==> src/hw/sw_config.svh <==
// Sizes and scoring weights shared by the alignment accelerator; include wherever they are used.
`ifndef SW_CONFIG_SVH
`define SW_CONFIG_SVH

// One host memory line.
`define SW_LINE_BYTES 8
`define SW_LINE_BITS  (`SW_LINE_BYTES * 8)

`define SW_FIFO_LINES 4  // Also the limit on outstanding line reads.

`define SW_QUERY_LEN 4

// Linear gap Smith-Waterman weights.
`define SW_MATCH    2
`define SW_MISMATCH (-1)
`define SW_GAP      (-1)

`define SW_SCORE_BITS 16

`endif

==> src/hw/sw_pkg.sv <==
// Channel, configuration and state types of the alignment accelerator, referenced by scoped names.
`default_nettype none
`include "sw_config.svh"

package sw_pkg;

  typedef logic [`SW_LINE_BITS-1:0] line_t;
  typedef logic [7:0] sym_t;
  typedef logic signed [`SW_SCORE_BITS-1:0] score_t;
  typedef logic [$clog2(`SW_FIFO_LINES + 1)-1:0] lcount_t;

  // Element 0 is the first query character.
  typedef sym_t [`SW_QUERY_LEN-1:0] query_t;

  // Addresses are line addresses.
  typedef struct packed {
    logic        start;
    logic [31:0] src_addr;
    logic [15:0] src_lines;
    logic [31:0] dst_addr;
    logic [31:0] dsm_addr;
    query_t      query;
  } host_cfg_t;

  typedef struct packed {
    logic        valid;
    logic [31:0] addr;
  } mem_rd_req_t;

  typedef struct packed {
    logic  valid;
    line_t data;
  } mem_rd_rsp_t;

  typedef struct packed {
    logic        valid;
    logic [31:0] addr;
    line_t       data;
  } mem_wr_req_t;

  typedef struct packed {
    logic valid;
  } mem_wr_rsp_t;

  typedef enum logic [1:0] {RD_IDLE, RD_FETCH, RD_WAIT, RD_FINISH} rd_state_t;

  typedef enum logic [2:0] {WR_IDLE, WR_RESULT, WR_RESULT_ACK, WR_STATUS, WR_DONE} wr_state_t;

endpackage

`default_nettype wire

==> src/hw/sw_line_fifo.sv <==
// Line FIFO between the read channel and the scorer; takes whole lines and hands out single bytes.
`timescale 1ns/1ps
`default_nettype none
`include "sw_config.svh"

module sw_line_fifo (
  input  logic            clk,
  input  logic            reset,
  input  logic            enq_en,
  input  sw_pkg::line_t   enq_data,
  input  logic            deq_en,
  output sw_pkg::sym_t    deq_data,
  output logic            not_empty,
  output sw_pkg::lcount_t line_count
);

  localparam int LINES = `SW_FIFO_LINES;
  localparam int PTR_W = $clog2(LINES);
  localparam int IDX_W = $clog2(`SW_LINE_BYTES);

  sw_pkg::line_t    mem [LINES];
  logic [PTR_W-1:0] wr_ptr;
  logic [PTR_W-1:0] rd_ptr;
  logic [IDX_W-1:0] byte_idx;
  sw_pkg::lcount_t  count;
  logic             line_free;

  function automatic logic [PTR_W-1:0] next_ptr(input logic [PTR_W-1:0] ptr);
    return (ptr == PTR_W'(LINES - 1)) ? '0 : ptr + 1'b1;
  endfunction

  assign line_free  = deq_en && (byte_idx == IDX_W'(`SW_LINE_BYTES - 1)); // Last byte leaves.
  assign deq_data   = mem[rd_ptr][byte_idx*8 +: 8];  // Byte 0 of a line goes out first.
  assign not_empty  = (count != '0);
  assign line_count = count;

  always_ff @(posedge clk) begin
    if (enq_en) begin
      mem[wr_ptr] <= enq_data;
    end
  end

  always_ff @(posedge clk or posedge reset) begin
    if (reset) begin
      wr_ptr   <= '0;
      rd_ptr   <= '0;
      byte_idx <= '0;
      count    <= '0;
    end else begin
      if (enq_en) begin
        wr_ptr <= next_ptr(wr_ptr);
      end
      if (deq_en) begin
        byte_idx <= line_free ? '0 : byte_idx + 1'b1;
      end
      if (line_free) begin
        rd_ptr <= next_ptr(rd_ptr);
      end
      case ({enq_en, line_free})
        2'b10:   count <= count + 1'b1;
        2'b01:   count <= count - 1'b1;
        default: count <= count;
      endcase
    end
  end

  // The requestor's read accounting must keep every incoming line within capacity.
  a_no_enq_when_full: assert property (@(posedge clk) disable iff (reset)
    enq_en |-> (count < LINES))
    else $error("line FIFO enqueue while full");

endmodule

`default_nettype wire

==> src/hw/sw_score_core.sv <==
// Smith-Waterman scorer; one cell per query character, fed one database byte per valid cycle.
`timescale 1ns/1ps
`default_nettype none
`include "sw_config.svh"

module sw_score_core (
  input  logic           clk,
  input  logic           reset,
  input  sw_pkg::query_t query,
  input  sw_pkg::sym_t   byte_in,
  input  logic           byte_valid,
  output sw_pkg::score_t score
);

  localparam int QLEN = `SW_QUERY_LEN;
  localparam sw_pkg::score_t MATCH_W    = sw_pkg::score_t'(`SW_MATCH);
  localparam sw_pkg::score_t MISMATCH_W = sw_pkg::score_t'(`SW_MISMATCH);
  localparam sw_pkg::score_t GAP_W      = sw_pkg::score_t'(`SW_GAP);

  // Row 0 is the zero boundary of the matrix.
  sw_pkg::score_t h_prev [QLEN+1];
  sw_pkg::score_t h_cur  [QLEN+1];
  sw_pkg::score_t col_best;
  sw_pkg::score_t col_max;
  sw_pkg::score_t max_q;
  logic           col_valid;

  always_comb begin
    sw_pkg::score_t diag;
    sw_pkg::score_t up;
    sw_pkg::score_t left;
    sw_pkg::score_t best;
    h_cur[0] = '0;
    col_best = '0;
    for (int i = 1; i <= QLEN; i++) begin
      diag = h_prev[i-1] + ((query[i-1] == byte_in) ? MATCH_W : MISMATCH_W);
      up   = h_cur[i-1] + GAP_W;  // Cell above in the same column.
      left = h_prev[i] + GAP_W;
      best = '0;
      if (diag > best) best = diag;
      if (up > best) best = up;
      if (left > best) best = left;
      h_cur[i] = best;
      if (best > col_best) col_best = best;
    end
  end

  always_ff @(posedge clk or posedge reset) begin
    if (reset) begin
      h_prev    <= '{default: '0};
      col_max   <= '0;
      col_valid <= 1'b0;
      max_q     <= '0;
    end else begin
      if (byte_valid) begin
        h_prev  <= h_cur;
        col_max <= col_best;
      end
      col_valid <= byte_valid;
      // Second stage folds the column maximum into the running best.
      if (col_valid && (col_max > max_q)) begin
        max_q <= col_max;
      end
    end
  end

  assign score = max_q;

endmodule

`default_nettype wire

==> src/hw/sw_requestor.sv <==
// Host memory requestor; fetches the database lines, feeds the scorer and writes result and status.
`timescale 1ns/1ps
`default_nettype none
`include "sw_config.svh"

module sw_requestor (
  input  logic                clk,
  input  logic                reset,
  input  sw_pkg::host_cfg_t   cfg,
  input  sw_pkg::mem_rd_rsp_t rd_rsp,
  input  sw_pkg::mem_wr_rsp_t wr_rsp,
  input  logic                rd_almost_full,
  input  logic                wr_almost_full,
  output sw_pkg::mem_rd_req_t rd_req,
  output sw_pkg::mem_wr_req_t wr_req,
  output logic                enq_en,
  output sw_pkg::line_t       enq_data,
  output logic                deq_en,
  input  sw_pkg::sym_t        deq_data,
  input  logic                not_empty,
  input  sw_pkg::lcount_t     line_count,
  output sw_pkg::sym_t        byte_out,
  output logic                byte_valid,
  input  sw_pkg::score_t      score
);

  localparam int BCNT_W = 16 + $clog2(`SW_LINE_BYTES);

  typedef logic [BCNT_W-1:0] bcnt_t;

  sw_pkg::rd_state_t rd_state;
  sw_pkg::wr_state_t wr_state;
  sw_pkg::lcount_t   in_flight;  // Issued reads whose line is not yet in the FIFO.
  logic [15:0]       rd_issued;
  bcnt_t             byte_cnt;
  bcnt_t             total_bytes;
  logic              space;
  logic              issue;
  logic              all_sent;

  assign space       = (in_flight + line_count) < `SW_FIFO_LINES;
  assign issue       = (rd_state == sw_pkg::RD_FETCH) && space && !rd_almost_full;
  assign total_bytes = bcnt_t'(cfg.src_lines) * bcnt_t'(`SW_LINE_BYTES);
  assign all_sent    = (rd_state != sw_pkg::RD_IDLE) && (byte_cnt == total_bytes);
  assign deq_en      = not_empty;  // Drain one byte per cycle whenever data is held.

  always_ff @(posedge clk or posedge reset) begin
    if (reset) begin
      rd_state  <= sw_pkg::RD_IDLE;
      rd_req    <= '0;
      rd_issued <= '0;
    end else begin
      rd_req.valid <= issue;
      if (issue) begin
        rd_req.addr <= cfg.src_addr + 32'(rd_issued);
        rd_issued   <= rd_issued + 1'b1;
      end
      case (rd_state)
        sw_pkg::RD_IDLE: begin
          if (cfg.start) begin
            rd_state <= sw_pkg::RD_FETCH;
          end
        end
        sw_pkg::RD_FETCH: begin
          if (!space) begin
            rd_state <= sw_pkg::RD_WAIT;
          end else if (issue && ((32'(rd_issued) + 1) == 32'(cfg.src_lines))) begin
            rd_state <= sw_pkg::RD_FINISH;
          end
        end
        sw_pkg::RD_WAIT: begin
          if (space) begin
            rd_state <= sw_pkg::RD_FETCH;
          end
        end
        default: rd_state <= rd_state;  // Finished until the next reset.
      endcase
    end
  end

  always_ff @(posedge clk or posedge reset) begin
    if (reset) begin
      in_flight  <= '0;
      enq_en     <= 1'b0;
      byte_valid <= 1'b0;
      byte_cnt   <= '0;
    end else begin
      case ({issue, enq_en})
        2'b10:   in_flight <= in_flight + 1'b1;
        2'b01:   in_flight <= in_flight - 1'b1;
        default: in_flight <= in_flight;
      endcase
      enq_en     <= rd_rsp.valid;
      byte_valid <= deq_en;
      if (byte_valid) begin
        byte_cnt <= byte_cnt + 1'b1;
      end
    end
  end

  always_ff @(posedge clk) begin
    enq_data <= rd_rsp.data;
    byte_out <= deq_data;
  end

  always_ff @(posedge clk or posedge reset) begin
    if (reset) begin
      wr_state <= sw_pkg::WR_IDLE;
      wr_req   <= '0;
    end else begin
      wr_req.valid <= 1'b0;
      case (wr_state)
        sw_pkg::WR_IDLE: begin
          // The hop into WR_RESULT covers the second scorer stage.
          if (all_sent) begin
            wr_state <= sw_pkg::WR_RESULT;
          end
        end
        sw_pkg::WR_RESULT: begin
          if (!wr_almost_full) begin
            wr_req   <= '{valid: 1'b1, addr: cfg.dst_addr, data: sw_pkg::line_t'(score)};
            wr_state <= sw_pkg::WR_RESULT_ACK;
          end
        end
        sw_pkg::WR_RESULT_ACK: begin
          if (wr_rsp.valid) begin
            wr_state <= sw_pkg::WR_STATUS;
          end
        end
        sw_pkg::WR_STATUS: begin
          if (!wr_almost_full) begin
            wr_req   <= '{valid: 1'b1, addr: cfg.dsm_addr, data: sw_pkg::line_t'(1)};
            wr_state <= sw_pkg::WR_DONE;
          end
        end
        default: wr_state <= wr_state;
      endcase
    end
  end

  // Every read stays inside the source sequence.
  a_rd_in_range: assert property (@(posedge clk) disable iff (reset)
    rd_req.valid |-> ((rd_req.addr - cfg.src_addr) < 32'(cfg.src_lines)))
    else $error("read request past the last source line");

  // A request may only follow a cycle in which the channel had room.
  a_wr_backpressure: assert property (@(posedge clk) disable iff (reset)
    wr_req.valid |-> $past(!wr_almost_full))
    else $error("write request after almost-full");

endmodule

`default_nettype wire

==> src/hw/sw_accel_top.sv <==
// Top of the alignment accelerator; connects requestor, line FIFO and scorer to the host channels.
`timescale 1ns/1ps
`default_nettype none

module sw_accel_top (
  input  logic                clk,
  input  logic                reset,
  input  sw_pkg::host_cfg_t   cfg,
  output sw_pkg::mem_rd_req_t rd_req,
  input  sw_pkg::mem_rd_rsp_t rd_rsp,
  output sw_pkg::mem_wr_req_t wr_req,
  input  sw_pkg::mem_wr_rsp_t wr_rsp,
  input  logic                rd_almost_full,
  input  logic                wr_almost_full
);

  logic            enq_en;
  sw_pkg::line_t   enq_data;
  logic            deq_en;
  sw_pkg::sym_t    deq_data;
  logic            not_empty;
  sw_pkg::lcount_t line_count;
  sw_pkg::sym_t    byte_stream;
  logic            byte_valid;
  sw_pkg::score_t  score;

  sw_requestor i_requestor (
    .clk            (clk),
    .reset          (reset),
    .cfg            (cfg),
    .rd_rsp         (rd_rsp),
    .wr_rsp         (wr_rsp),
    .rd_almost_full (rd_almost_full),
    .wr_almost_full (wr_almost_full),
    .rd_req         (rd_req),
    .wr_req         (wr_req),
    .enq_en         (enq_en),
    .enq_data       (enq_data),
    .deq_en         (deq_en),
    .deq_data       (deq_data),
    .not_empty      (not_empty),
    .line_count     (line_count),
    .byte_out       (byte_stream),
    .byte_valid     (byte_valid),
    .score          (score)
  );

  sw_line_fifo i_fifo (
    .clk        (clk),
    .reset      (reset),
    .enq_en     (enq_en),
    .enq_data   (enq_data),
    .deq_en     (deq_en),
    .deq_data   (deq_data),
    .not_empty  (not_empty),
    .line_count (line_count)
  );

  sw_score_core i_score (
    .clk        (clk),
    .reset      (reset),
    .query      (cfg.query),
    .byte_in    (byte_stream),
    .byte_valid (byte_valid),
    .score      (score)
  );

endmodule

`default_nettype wire

==> config.mk <==
export PLATFORM = sky130hd
export DESIGN_NAME = sw_accel_top
export DESIGN_NICKNAME = d
export VERILOG_FILES = /design/src/hw/sw_pkg.sv /design/src/hw/sw_line_fifo.sv /design/src/hw/sw_score_core.sv /design/src/hw/sw_requestor.sv /design/src/hw/sw_accel_top.sv
export VERILOG_INCLUDE_DIRS = /design/src /design/src/hw
export SDC_FILE = /design/constraint.sdc
export NUM_CORES = 1
export LEC_CHECK = 0
export ABC_AREA = 0
export BUFFER_PORTS_ARGS = -buffer_cell sky130_fd_sc_hd__buf_4
export CAP_MARGIN = 20
export CORE_ASPECT_RATIO = 1.4
export CORE_MARGIN = 2
export CORE_UTILIZATION = 55
export CTS_BUF_LIST = sky130_fd_sc_hd__clkbuf_16
export DETAILED_ROUTE_END_ITERATION = 8
export GPL_ROUTABILITY_DRIVEN = 0
export PLACE_DENSITY = 0.75
export SKIP_CTS_REPAIR_TIMING = 1
export SLEW_MARGIN = 15
export SYNTH_ARGS = -nofsm -noshare
export SYNTH_HDL_FRONTEND = slang
export SYNTH_SLANG_ARGS = --single-unit
==> constraint.sdc <==
create_clock -name clk -period 66.5 [get_ports clk]
set_input_delay 9.975 -clock clk [delete_from_list [all_inputs] [get_ports clk]]
set_output_delay 9.975 -clock clk [all_outputs]
set_load 0.03 [all_outputs]
==> metrics.yaml <==
status:
  status: "complete, no violations"
sta:
  maxSlewViolCount: 0
  rsz0062_at_grt: "no"
  tns_ns: 0
  timing.final.crit_share_pct: 51.75
  worst_slew_pin_slew_ns: 1.157
  min_period_ns: 34.41
  timing.fmax_ghz: 0.02906
  slew_headroom_pct: 21.87
  final-hold-violation-count: 0
  report.final.setup_viol: 0
  finClkSkew_ns: 0.04162
logic_synthesis:
  synth_ff_type: "edfxtp_1"
  syn_area_per_cell_um2: 10.72
  synth-xor-area-share_pct: 5.955
  synthAdderAreaFrac_pct: 9.053
  ys_types: 111
  synth_top_family_by_area: "simple AND/OR/NAND/NOR gates"
  synth_compound_area_share_pct: 13.33
  ys_ff_latch: 562
  synth-simple-area-share_pct: 14.10
  synth_area_um2: 33970
  async_flop_share_pct: 41.64
  synth_cells: 3170
  yosysWarnings: 0
  synth.yosys.seq_area_share_pct: 44.11
  synth_edf_count: 256
  synth.area.mux_share_pct: 9.307
detailed_routing:
  routed_via_density: 6.252
  drt-total-wl_mm: 92.51
  drc: 0
  wl_per_cell_um: 21.50
  vias: 26900
  first_iter_violations: 2501
  final_antenna_net_count: 0
  drt_pass1_iterations: 7
finish:
  final_common_cell: "buf_4"
  fin_nets: 3898
  mostFrequentLayoutCells: "buf_4, nand2_1, edfxtp_1, ha_1, dfrtp_1"
  drive_gt1_share_pct: 20.33
  area_growth_pct: 14.54
worst_setup_path:
  required_ns: 67.00
  worst_setup_path_end_kind: "register"
  cp_slowest_cell: "o31ai_1"
  path_class: "input port to register"
  worstSetupStartpointType: "input port"
  path_common_cell: "a21oi_1"
  crit_fanout: 28
  arrival_ns: 34.91
  critPathMaxStageDelay_ns: 0.77
global_route:
  grt_pass1_vias: 27460
  antenna_found_initial: 3
  grt_use_total_pct: 28.51
  grt_max_degree: 107
  grt_overflow: 0
  grt_pass1_wl_mm: 145.9
job:
  maxCapViolations: 0
floorplanning:
  core_um2: 60910
  dieArea_um2: 63800
  start_util_pct: 55.77
  rows: 107
  die_x_um: 214.1
  ios: 345
  dieHeight_um: 298.1
clocking:
  cts_buffers: 53
  cts_num_sinks: 562
  insertion_delay_ns: 0.63
  cts_root_buf: "clkbuf_16"
  h-tree-depth: 2
  clkTransAtPathRegs_ns: 0.07
  max-clock-path-buffers: 3
  tritoncts: "done"
placement:
  portBuffers: 344
  dpl.hpwl_mm: 68.35
hold_path:
  min_path_type: "register to register"
per-layer routing:
layer  up-vias  GRT usage (%)  wire (um)
met5         -              0          0
met4         0          18.45       6798
met3       440          4.288       5613
met2      1265          50.39      46300
met1     12920          32.09      33810
li1      12280              -          -
state kept, by name (all words and copies together) (netlist names):
name	flops
i_fifo.mem	256
i_requestor.enq_data	64
i_score.h_prev	64
i_requestor.wr_req	49
i_requestor.rd_req	33
i_requestor.byte_cnt	19
i_requestor.rd_issued	16
i_score.col_max	16
i_score.score	16
i_requestor.byte_out	8
i_fifo.byte_idx	3
i_fifo.line_count	3
i_requestor.in_flight	3
i_requestor.wr_state	3
i_fifo.rd_ptr	2
i_fifo.wr_ptr	2
i_requestor.rd_state	2
i_requestor.byte_valid	1
i_requestor.enq_en	1
i_score.col_valid	1
area by class of cell:
| cell class | instances | area, um2 |
|---|---|---|
| Antenna cell | 3 | 7.507 |
| Clock buffer | 55 | 1376 |
| Clock inverter | 44 | 478.0 |
| Fill cell | 4668 | 22000 |
| Inverter | 147 | 559.3 |
| Multi-Input combinational cell | 2298 | 17600 |
| Sequential cell | 562 | 14990 |
| Tap cell | 817 | 1022 |
| Timing Repair Buffer | 377 | 2870 |
path summary, 6_finish.rpt:
check	from	endpoint	slack, ns	cells after the start
min reg2reg	i_requestor.enq_data[23]$_DFF_P_	i_fifo.mem[2][23]$_DFFE_PP_	0.47	0
max	cfg[0]	i_score.col_max[13]$_DFFE_PP0P_	32.09	106
max in group asynchronous	reset	i_score.h_prev[36]$_DFFE_PP0P_	54.82	4
max reg2reg	i_score.h_prev[48]$_DFFE_PP0P_	i_score.col_max[13]$_DFFE_PP0P_	39.97	104
min in group asynchronous	reset	i_requestor.wr_req[85]$_DFFE_PP0P_	9.49	2
min	i_requestor.enq_data[23]$_DFF_P_	i_fifo.mem[2][23]$_DFFE_PP_	0.47	0
worst max-delay path, delay by kind of cell:
kind	cells	cell delay, ns
adders and majority gates	10	2.90
buffers and inverters	7	1.61
and+or+nand+nor	39	8.64
muxes	1	0.36
AOI/OAI and AO/OA	47	10.86
xor gates and xnor gates	2	0.53
cell usage after synthesis, drive strengths merged (8+ instances only):
cell / instances / share of area [%]
o21ai: 186 / 2.8
nand2b: 28 / 0.52
and3: 29 / 0.53
nor3: 64 / 0.98
nand4: 66 / 1.2
nor2b: 25 / 0.46
and4: 9 / 0.23
a21o: 46 / 1.0
a22oi: 11 / 0.26
clkbuf: 85 / 0.94
dfxtp: 72 / 4.2
o211ai: 16 / 0.35
o31a: 11 / 0.31
a21oi: 138 / 2.0
mux2i: 56 / 1.6
o211a: 8 / 0.24
xnor2: 133 / 3.4
nand2: 263 / 2.9
nor2: 224 / 2.5
o31ai: 36 / 0.88
or3: 27 / 0.53
nand3b: 10 / 0.22
a21boi: 22 / 0.50
a2111oi: 8 / 0.21
mux2: 71 / 2.4
xor2: 98 / 2.5
o21a: 29 / 0.64
edfxtp: 256 / 23
or2: 33 / 0.61
o22ai: 9 / 0.17
and2: 24 / 0.44
a221oi: 14 / 0.43
buf: 81 / 1.6
ha: 241 / 8.9
mux4: 80 / 5.3
or4: 9 / 0.21
dfrtp: 234 / 17
nor4: 44 / 0.98
inv: 145 / 1.6
a211oi: 25 / 0.58
nand4b: 8 / 0.25
a31oi: 26 / 0.48
a31o: 9 / 0.23
nand3: 59 / 0.94
metrics by stage:
stage	setup slack (ns)	utilization, %	hold WS, ns	cells	instance area [um2]
floorplan	35.95	-	0.4179	3173	33980
global placement	33.49	60.73	0.4465	4199	36990
detailed placement	32.60	60.73	0.4582	4199	36990
CTS	33.10	63.78	0.4662	4298	38850
global route	30.66	63.88	0.4869	4303	38910
finish	32.09	63.88	0.4667	4303	38910
cell families after synthesis:
kind of cell	Yosys count
xor+xnor	231
flops	562
compound gates	670
fa+ha+maj	244
other cells	1
buf+inv	313
simple gates	942
mux	207
Power is left out: the tool's default activity adds up to more than one toggle a clock period on the data nets, which glitch-free logic cannot reach.
